**src/source/cordic_settings.svh**
```systemverilog
`ifndef CORDIC_SETTINGS_SVH
`define CORDIC_SETTINGS_SVH

// Widths
`define CORDIC_IN_W         9
`define CORDIC_W            32

// Angle units per degree, quadrant steps
`define CORDIC_ANGLE_SCALE  10000
`define CORDIC_QUARTER      900000
`define CORDIC_HALF         1800000

// Friendly angle stage
`define CORDIC_FA_T1        103050
`define CORDIC_FA_T2        265650
`define CORDIC_FA_ATAN1     162600
`define CORDIC_FA_ATAN2     368700

// Scaled single step
`define CORDIC_USR_T        35630
`define CORDIC_USR_ATAN     71250

// Nominal iterations with atan(2^-k) in angle units
`define CORDIC_NOM_ATAN5    17900
`define CORDIC_NOM_ATAN6    8950
`define CORDIC_NOM_ATAN7    4480

`define CORDIC_MICRO_SHIFT  10
`define CORDIC_MICRO_ATAN   560

// Register stages from input to result
`define CORDIC_LATENCY      8

`endif

```
**src/source/cordic_pkg.sv**
```systemverilog
`include "cordic_settings.svh"

package cordic_pkg;

    // Top-level input sample
    typedef struct packed {
        logic                            valid;
        logic signed [`CORDIC_IN_W-1:0]  x;
        logic signed [`CORDIC_IN_W-1:0]  y;
        logic signed [`CORDIC_IN_W-1:0]  angle;
    } sample_t;

    // Vector passed between stages with the untouched input angle
    typedef struct packed {
        logic                            valid;
        logic signed [`CORDIC_W-1:0]     x;
        logic signed [`CORDIC_W-1:0]     y;
        logic signed [`CORDIC_W-1:0]     z;
        logic signed [`CORDIC_IN_W-1:0]  angle;
    } vec_t;

    typedef struct packed {
        logic                            valid;
        logic signed [`CORDIC_W-1:0]     x;
        logic signed [`CORDIC_W-1:0]     y;
    } result_t;

endpackage

```
**src/source/cordic_friendly_stage.sv**
```systemverilog
`timescale 1ns/1ps
`include "cordic_settings.svh"

module cordic_friendly_stage (
    input  logic              clk,
    input  logic              rst_n,
    input  cordic_pkg::vec_t  in_vec,
    output cordic_pkg::vec_t  out_vec
);

    logic signed [`CORDIC_W-1:0] coef_a;
    logic signed [`CORDIC_W-1:0] coef_b;
    logic signed [`CORDIC_W-1:0] atan;
    cordic_pkg::vec_t            next_vec;

    ////////////////////
    // Triple selection by |z| band
    ////////////////////
    always_comb
    begin
        if (in_vec.z < -`CORDIC_FA_T2 || in_vec.z >= `CORDIC_FA_T2)
        begin
            coef_a = 20;
            coef_b = 15;
            atan   = `CORDIC_FA_ATAN2;
        end
        else if (in_vec.z < -`CORDIC_FA_T1 || in_vec.z >= `CORDIC_FA_T1)
        begin
            coef_a = 24;
            coef_b = 7;
            atan   = `CORDIC_FA_ATAN1;
        end
        else
        begin
            // Plain scale by 25 keeps gain equal across bands
            coef_a = 25;
            coef_b = 0;
            atan   = 0;
        end
    end

    // Rotate against the sign of z
    always_comb
    begin
        next_vec.valid = in_vec.valid;
        next_vec.angle = in_vec.angle;
        if (in_vec.z < 0)
        begin
            next_vec.x = coef_a * in_vec.x - coef_b * in_vec.y;
            next_vec.y = coef_a * in_vec.y + coef_b * in_vec.x;
            next_vec.z = in_vec.z + atan;
        end
        else
        begin
            next_vec.x = coef_a * in_vec.x + coef_b * in_vec.y;
            next_vec.y = coef_a * in_vec.y - coef_b * in_vec.x;
            next_vec.z = in_vec.z - atan;
        end
    end

    always_ff @(posedge clk)
    begin
        if (!rst_n)
        begin
            out_vec <= '0;
        end
        else
        begin
            out_vec <= next_vec;
        end
    end

endmodule

```
**src/source/cordic_micro_stage.sv**
```systemverilog
`timescale 1ns/1ps
`include "cordic_settings.svh"

module cordic_micro_stage #(
    parameter int SHIFT = `CORDIC_MICRO_SHIFT,
    parameter int ATAN  = `CORDIC_MICRO_ATAN
) (
    input  logic              clk,
    input  logic              rst_n,
    input  cordic_pkg::vec_t  in_vec,
    output cordic_pkg::vec_t  out_vec
);

    logic [`CORDIC_W:0] z_abs2;
    logic [3:0]         m_mag;
    logic signed [4:0]  m;
    cordic_pkg::vec_t   next_vec;

    ////////////////////
    // Level select by nearest multiple of ATAN
    ////////////////////
    always_comb
    begin
        // Twice |z| so half steps compare as integers
        z_abs2 = in_vec.z[`CORDIC_W-1] ? {-in_vec.z, 1'b0} : {in_vec.z, 1'b0};
        m_mag  = '0;
        for (int k = 1; k <= 8; k++)
        begin
            if (z_abs2 >= (2 * k - 1) * ATAN)
            begin
                m_mag = 4'(k);
            end
        end
        m = in_vec.z[`CORDIC_W-1] ? -$signed({1'b0, m_mag}) : $signed({1'b0, m_mag});
    end

    always_comb
    begin
        next_vec.valid = in_vec.valid;
        next_vec.angle = in_vec.angle;
        next_vec.x     = in_vec.x + m * (in_vec.y >>> SHIFT);
        next_vec.y     = in_vec.y - m * (in_vec.x >>> SHIFT);
        next_vec.z     = in_vec.z - m * ATAN;
    end

    always_ff @(posedge clk)
    begin
        if (!rst_n)
        begin
            out_vec <= '0;
        end
        else
        begin
            out_vec <= next_vec;
        end
    end

endmodule

```
**src/source/cordic_nominal_stage.sv**
```systemverilog
`timescale 1ns/1ps
`include "cordic_settings.svh"

module cordic_nominal_stage #(
    parameter int SHIFT = 5,
    parameter int ATAN  = `CORDIC_NOM_ATAN5
) (
    input  logic              clk,
    input  logic              rst_n,
    input  cordic_pkg::vec_t  in_vec,
    output cordic_pkg::vec_t  out_vec
);

    cordic_pkg::vec_t next_vec;

    always_comb
    begin
        next_vec.valid = in_vec.valid;
        next_vec.angle = in_vec.angle;
        if (in_vec.z < 0)
        begin
            next_vec.x = in_vec.x - (in_vec.y >>> SHIFT);
            next_vec.y = in_vec.y + (in_vec.x >>> SHIFT);
            next_vec.z = in_vec.z + ATAN;
        end
        else
        begin
            next_vec.x = in_vec.x + (in_vec.y >>> SHIFT);
            next_vec.y = in_vec.y - (in_vec.x >>> SHIFT);
            next_vec.z = in_vec.z - ATAN;
        end
    end

    always_ff @(posedge clk)
    begin
        if (!rst_n)
        begin
            out_vec <= '0;
        end
        else
        begin
            out_vec <= next_vec;
        end
    end

endmodule

```
**src/source/cordic_quadrant_stage.sv**
```systemverilog
`timescale 1ns/1ps
`include "cordic_settings.svh"

module cordic_quadrant_stage (
    input  logic                 clk,
    input  logic                 rst_n,
    input  cordic_pkg::sample_t  in_sample,
    output cordic_pkg::vec_t     out_vec
);

    logic signed [`CORDIC_W-1:0] x_s;
    logic signed [`CORDIC_W-1:0] y_s;
    logic signed [`CORDIC_W-1:0] z_s;
    cordic_pkg::vec_t            next_vec;

    assign x_s = in_sample.x * `CORDIC_ANGLE_SCALE;
    assign y_s = in_sample.y * `CORDIC_ANGLE_SCALE;
    assign z_s = in_sample.angle * `CORDIC_ANGLE_SCALE;

    // Coarse rotation by multiples of 90 degrees from the angle alone
    always_comb
    begin
        next_vec.valid = in_sample.valid;
        next_vec.angle = in_sample.angle;
        if (in_sample.angle < -135)
        begin
            next_vec.x = -x_s;
            next_vec.y = -y_s;
            next_vec.z = z_s + `CORDIC_HALF;
        end
        else if (in_sample.angle < -45)
        begin
            next_vec.x = -y_s;
            next_vec.y = x_s;
            next_vec.z = z_s + `CORDIC_QUARTER;
        end
        else if (in_sample.angle < 45)
        begin
            next_vec.x = x_s;
            next_vec.y = y_s;
            next_vec.z = z_s;
        end
        else if (in_sample.angle < 135)
        begin
            next_vec.x = y_s;
            next_vec.y = -x_s;
            next_vec.z = z_s - `CORDIC_QUARTER;
        end
        else
        begin
            next_vec.x = -x_s;
            next_vec.y = -y_s;
            next_vec.z = z_s - `CORDIC_HALF;
        end
    end

    always_ff @(posedge clk)
    begin
        if (!rst_n)
        begin
            out_vec <= '0;
        end
        else
        begin
            out_vec <= next_vec;
        end
    end

endmodule

```
**src/source/cordic_rotator.sv**
```systemverilog
`timescale 1ns/1ps
`include "cordic_settings.svh"

module cordic_rotator (
    input  logic                 clk,
    input  logic                 rst_n,
    input  cordic_pkg::sample_t  in_sample,
    output cordic_pkg::result_t  out_result
);

    cordic_pkg::vec_t s_quad;
    cordic_pkg::vec_t s_friendly;
    cordic_pkg::vec_t s_usr;
    cordic_pkg::vec_t s_nom5;
    cordic_pkg::vec_t s_nom6;
    cordic_pkg::vec_t s_nom7;
    cordic_pkg::vec_t s_micro;

    ////////////////////
    // Coarse stages
    ////////////////////
    cordic_quadrant_stage u_quadrant (
        .clk       (clk),
        .rst_n     (rst_n),
        .in_sample (in_sample),
        .out_vec   (s_quad)
    );

    cordic_friendly_stage u_friendly (
        .clk     (clk),
        .rst_n   (rst_n),
        .in_vec  (s_quad),
        .out_vec (s_friendly)
    );

    cordic_usr_stage u_usr (
        .clk     (clk),
        .rst_n   (rst_n),
        .in_vec  (s_friendly),
        .out_vec (s_usr)
    );

    ////////////////////
    // Fine stages
    ////////////////////
    cordic_nominal_stage #(.SHIFT(5), .ATAN(`CORDIC_NOM_ATAN5)) u_nom5 (
        .clk     (clk),
        .rst_n   (rst_n),
        .in_vec  (s_usr),
        .out_vec (s_nom5)
    );

    cordic_nominal_stage #(.SHIFT(6), .ATAN(`CORDIC_NOM_ATAN6)) u_nom6 (
        .clk     (clk),
        .rst_n   (rst_n),
        .in_vec  (s_nom5),
        .out_vec (s_nom6)
    );

    cordic_nominal_stage #(.SHIFT(7), .ATAN(`CORDIC_NOM_ATAN7)) u_nom7 (
        .clk     (clk),
        .rst_n   (rst_n),
        .in_vec  (s_nom6),
        .out_vec (s_nom7)
    );

    cordic_micro_stage #(
        .SHIFT (`CORDIC_MICRO_SHIFT),
        .ATAN  (`CORDIC_MICRO_ATAN)
    ) u_micro (
        .clk     (clk),
        .rst_n   (rst_n),
        .in_vec  (s_nom7),
        .out_vec (s_micro)
    );

    cordic_sign_fix u_sign (
        .clk        (clk),
        .rst_n      (rst_n),
        .in_vec     (s_micro),
        .out_result (out_result)
    );

endmodule

```
**src/source/cordic_sign_fix.sv**
```systemverilog
`timescale 1ns/1ps
`include "cordic_settings.svh"

module cordic_sign_fix (
    input  logic                 clk,
    input  logic                 rst_n,
    input  cordic_pkg::vec_t     in_vec,
    output cordic_pkg::result_t  out_result
);

    logic signed [`CORDIC_W-1:0] x_pos;
    logic signed [`CORDIC_W-1:0] x_neg;
    logic signed [`CORDIC_W-1:0] y_pos;
    logic signed [`CORDIC_W-1:0] y_neg;
    cordic_pkg::result_t         next_result;

    assign x_pos = (in_vec.x < 0) ? -in_vec.x : in_vec.x;
    assign x_neg = (in_vec.x > 0) ? -in_vec.x : in_vec.x;
    assign y_pos = (in_vec.y < 0) ? -in_vec.y : in_vec.y;
    assign y_neg = (in_vec.y > 0) ? -in_vec.y : in_vec.y;

    // Quadrant of the original angle sets the signs
    always_comb
    begin
        next_result.valid = in_vec.valid;
        if (in_vec.angle <= -90)
        begin
            next_result.x = x_neg;
            next_result.y = y_neg;
        end
        else if (in_vec.angle <= 0)
        begin
            next_result.x = x_pos;
            next_result.y = y_neg;
        end
        else if (in_vec.angle <= 90)
        begin
            next_result.x = x_pos;
            next_result.y = y_pos;
        end
        else
        begin
            next_result.x = x_neg;
            next_result.y = y_pos;
        end
    end

    always_ff @(posedge clk)
    begin
        if (!rst_n)
        begin
            out_result <= '0;
        end
        else
        begin
            out_result <= next_result;
        end
    end

endmodule

```
**src/source/cordic_usr_stage.sv**
```systemverilog
`timescale 1ns/1ps
`include "cordic_settings.svh"

module cordic_usr_stage (
    input  logic              clk,
    input  logic              rst_n,
    input  cordic_pkg::vec_t  in_vec,
    output cordic_pkg::vec_t  out_vec
);

    // Shift-add gain trim ahead of the rotation
    function automatic logic signed [`CORDIC_W-1:0] pre_trim(
        input logic signed [`CORDIC_W-1:0] v
    );
        return (v >>> 5) + (v >>> 6) - (v >>> 8) - (v >>> 9) - (v >>> 10);
    endfunction

    logic signed [`CORDIC_W-1:0] x_t;
    logic signed [`CORDIC_W-1:0] y_t;
    logic signed [`CORDIC_W-1:0] x_r;
    logic signed [`CORDIC_W-1:0] y_r;
    cordic_pkg::vec_t            next_vec;

    assign x_t = pre_trim(in_vec.x);
    assign y_t = pre_trim(in_vec.y);

    always_comb
    begin
        next_vec.valid = in_vec.valid;
        next_vec.angle = in_vec.angle;
        if (in_vec.z < -`CORDIC_USR_T)
        begin
            x_r        = 128 * x_t - 16 * y_t;
            y_r        = 128 * y_t + 16 * x_t;
            next_vec.z = in_vec.z + `CORDIC_USR_ATAN;
        end
        else if (in_vec.z > `CORDIC_USR_T)
        begin
            x_r        = 128 * x_t + 16 * y_t;
            y_r        = 128 * y_t - 16 * x_t;
            next_vec.z = in_vec.z - `CORDIC_USR_ATAN;
        end
        else
        begin
            x_r        = 129 * x_t;
            y_r        = 129 * y_t;
            next_vec.z = in_vec.z;
        end
        // Second trim is not symmetric between x and y
        next_vec.x = (x_r >>> 7) - (x_r >>> 14);
        next_vec.y = (y_r >>> 7) + (y_r >>> 14);
    end

    always_ff @(posedge clk)
    begin
        if (!rst_n)
        begin
            out_vec <= '0;
        end
        else
        begin
            out_vec <= next_vec;
        end
    end

endmodule

```
**config.mk**
```make
export PLATFORM = sky130hd
export DESIGN_NAME = cordic_rotator
export DESIGN_NICKNAME = d
export VERILOG_FILES = /design/src/source/cordic_pkg.sv /design/src/source/cordic_friendly_stage.sv /design/src/source/cordic_micro_stage.sv /design/src/source/cordic_nominal_stage.sv /design/src/source/cordic_quadrant_stage.sv /design/src/source/cordic_rotator.sv /design/src/source/cordic_sign_fix.sv /design/src/source/cordic_usr_stage.sv
export VERILOG_INCLUDE_DIRS = /design/src /design/src/source
export SDC_FILE = /design/constraint.sdc
export NUM_CORES = 2
export LEC_CHECK = 0
export ABC_AREA = 1
export BUFFER_PORTS_ARGS = -buffer_cell sky130_fd_sc_hd__buf_2
export CORE_ASPECT_RATIO = 0.5
export CORE_MARGIN = 2
export CORE_UTILIZATION = 42
export DETAILED_ROUTE_END_ITERATION = 10
export PLACE_DENSITY_LB_ADDON = 0.3
export SETUP_SLACK_MARGIN = 0.05
export SLEW_MARGIN = 20
export SYNTH_ARGS = -nofsm -noshare
export SYNTH_HDL_FRONTEND = slang
export SYNTH_SLANG_ARGS = --single-unit
```
**constraint.sdc**
```tcl
create_clock -name clk -period 10.2 [get_ports clk]
set_clock_uncertainty 0.15 [all_clocks]
set_input_delay 1.02 -clock clk [delete_from_list [all_inputs] [get_ports clk]]
set_output_delay 1.02 -clock clk [all_outputs]
set_load 0.03 [all_outputs]
```
==> impl_metrics.py <==
metrics = {
    "setup_path": {
        "cp-end-kind": "flop",
        "worstPathRequired_ns": 10.73,
        "critPathLaunchType": "flop",
        "r2r_setup_slack_ns": 0.71,
        "cp_slowest_stage_delay_ns": 0.50,
        "cp_common_cell": "nand2_1",
        "path_max_fanout": 7,
        "crit_arrival_ns": 10.02,
        "crit_slowest_cell": "fa_1",
        "critPathKind": "reg2reg",
    },
    "floorplanning": {
        "die_y_um": 343,
        "rows": 124,
        "core_region_area_sq_um": 229000,
        "die_x_um": 682,
        "initial_core_util": 0.422,
        "num_io_pins": 95,
        "dieArea_sq_um": 234000,
    },
    "clock_tree": {
        "clkTransAtPathRegs_ns": 0.07,
        "cts_made_buffers": 81,
        "htree_levels": 3,
        "cts_sinks": 724,
        "clock_latency_ns": 0.76,
        "root_buffer": "clkbuf_16",
        "hold_buffers": 0,
        "cts_tree": "done",
        "clock_path_buffers": 3,
    },
    "global_route": {
        "track_usage": 0.245,
        "met1_usage": 0.324,
        "grt_overflow_total": 0,
        "antenna_found_initial": 7,
        "grt_use_met3": 0.0218,
        "grt_most_used_layer": "met2",
        "grt_pass1_wl_mm": 464,
        "use_met2": 0.425,
        "grt_max_degree": 91,
        "grt_pass1_vias": 86209,
    },
    "drt": {
        "vias_per_cell": 5.32,
        "drt-wirelength-per-cell_um": 17.4,
        "first_iter_violations": 6098,
        "wl_mm": 293,
        "num_vias": 89387,
        "final_antenna_net_count": 0,
        "drc": 0,
        "first_pass_iters": 7,
    },
    "timing": {
        "timing.final.crit_share": 0.930,
        "finalHoldViolCount": 0,
        "fmax_ghz": 0.105,
        "finalSetupTns_ns": 0,
        "report.final.setup_viol": 0,
        "worst_pin_slew_ns": 1.13,
        "final.setup.worst_slack_ns": 0.710,
        "finalCriticalPeriod_ns": 9.49,
        "maxSlewHeadroom": 0.241,
        "maxSlewViolCount": 0,
    },
    "final_layout": {
        "finalNetCount": 15817,
        "n_fill_cell": 23471,
        "area_growth_syn_to_layout_pct": 7.97,
        "fin_util": 0.456,
        "final_layout_size_suffix_gt1_frac": 0.0435,
    },
    "placement": {
        "port_buffers": 94,
        "place_ws_ns": 0.324,
        "post-dp-hpwl_mm": 242,
        "gp_congestion": 0.970,
    },
    "logic_synthesis": {
        "ys_seq_area_frac": 0.150,
        "syn-instance-count": 13594,
        "avgSynthCellArea_sq_um": 7.10,
        "synth_flop_cell": "dfxtp_1",
        "synth-edff-count": 0,
        "synth_fp_nets": 15751,
        "ys_warn_count": 0,
        "synth.distinct_cells": 71,
        "ys_seq_elements": 724,
        "synthArstFlopShare": 0,
        "syn_area_sq_um": 96500,
    },
    "flow_run": {
        "maxCapViolations": 0,
    },
    "outcome": {
        "status": "finished clean",
    },
    "hold_path": {
        "hp-class": "reg2reg",
    },
}
==> area by class of cell <==
cell class,instances,area (sq um),area share
Multi-Input combinational cell,10279,72600,0.696
Sequential cell,724,14500,0.139
Inverter,2318,8710,0.0836
Tap cell,3087,3860,0.0371
Clock buffer,104,2250,0.0216
Timing Repair Buffer,256,1720,0.0165
Clock inverter,42,596,0.00571
Antenna cell,2,5.00,0.0000480
==> worst max-delay path, delay by kind of cell, from the launching register on <==
kind | cells | cell delay [ns]
simple gates | 29 | 3.30
buf+inv | 5 | 0.51
xor+xnor | 2 | 0.47
flops | 1 | 0.33
compound gates | 10 | 1.66
fa+ha+maj | 8 | 3.02
==> placed cells by master, fill, tap and decap left out, types with 45 or more instances in the layout <==
cell and count:
o21ai_0 890, inv_1 2298, fa_1 552, nand4_1 115
buf_2 93, nor3_1 260, o21bai_1 59, a21boi_0 45
a21o_1 65, buf_4 160, xor2_1 393, dfxtp_1 723
o221ai_1 54, nand2_1 2145, xnor2_1 177, a21oi_1 1563
ha_1 1570, clkbuf_16 81, or2_2 62, nand3_1 478
o21a_1 176, o211ai_1 67, nor4_1 47, a31oi_1 85
nor2_1 1112
==> cell families (layout without fill, tap and decap cells) <==
logic type	Yosys count	in the layout	synth area share
DFF	724	724	0.150
AOI/OAI and AO/OA	3226	3226	0.187
and+or+nand+nor	4340	4340	0.189
other	1	3	0.0000388
xor gates and xnor gates	585	585	0.0531
buffers and inverters	2591	2720	0.102
adders and majority gates	2127	2127	0.319
==> routing by layer <==
metal  part of all wire  wire, um
met5           0.000044        13
met4              0.032      9280
met3              0.044     12900
met2               0.47    137000
met1               0.46    134000
==> flip-flops by register name, summed over array words and instances (netlist names) <==
name and count:
u_micro.out_vec 74, u_nom6.out_vec 105, u_nom5.out_vec 95, u_friendly.out_vec 94, u_nom7.out_vec 105, u_sign.out_result 65
u_usr.out_vec 93, u_quadrant.out_vec 93
==> per-stage QoR <==
step / cells / cell area, sq um / hold WS, ns
2_1_floorplan: 13594 / 96500 / 0.240
3_3_place_gp: 16654 / 101000 / 0.242
3_5_place_dp: 16654 / 101000 / 0.246
4_1_cts: 16800 / 104000 / 0.249
5_1_grt: 16811 / 104000 / 0.282
6_report: 16812 / 104000 / 0.253
==> synth_stat cells, types with 9 or more instances <==
library cell	n	area [sq um]
nor2_1	1116	4190
clkbuf_1	218	818
nor3_1	262	1310
ha_1	1575	19700
a21o_1	65	488
and3_1	11	68.8
nor4_1	54	338
o21a_1	176	1320
nor2_4	25	282
o211ai_1	67	503
xnor2_1	183	1600
nand4_1	115	719
buf_1	31	116
or2_2	62	388
o31ai_1	23	173
a31oi_1	86	538
buf_2	13	65.1
fa_1	552	11100
dfxtp_1	724	14500
o21ai_0	905	4530
a221o_1	9	90.1
nand2_1	2151	8070
nand3_1	478	2390
o22ai_1	11	68.8
a21boi_0	50	375
o21bai_1	62	465
inv_2	11	41.3
xor2_1	402	3520
inv_1	2301	8640
nand2_2	11	68.8
a21oi_1	1575	7880
a211oi_1	34	255
o221ai_1	56	490
a221oi_1	38	333
o21ai_1	19	95.1
and2_1	9	56.3
nand3b_1	17	128
==> what timing repair did <==
item	in CTS	in global routing
gates resized for setup	0	85
buffers inserted	0	10
endpoints found under the setup margin	0	29
==> worst paths after layout <==
kind / start / to / depth (start not counted)
worst max register to register: u_friendly.out_vec[49] / u_usr.out_vec[64] / 54
worst min-delay path: u_friendly.out_vec[3] / u_usr.out_vec[3] / 2
worst min register to register: u_friendly.out_vec[3] / u_usr.out_vec[3] / 2
worst max-delay path: u_friendly.out_vec[49] / u_usr.out_vec[64] / 54
Power is not shown: default switching activity piles up to over one toggle a cycle in this logic, so the estimate is an artifact.
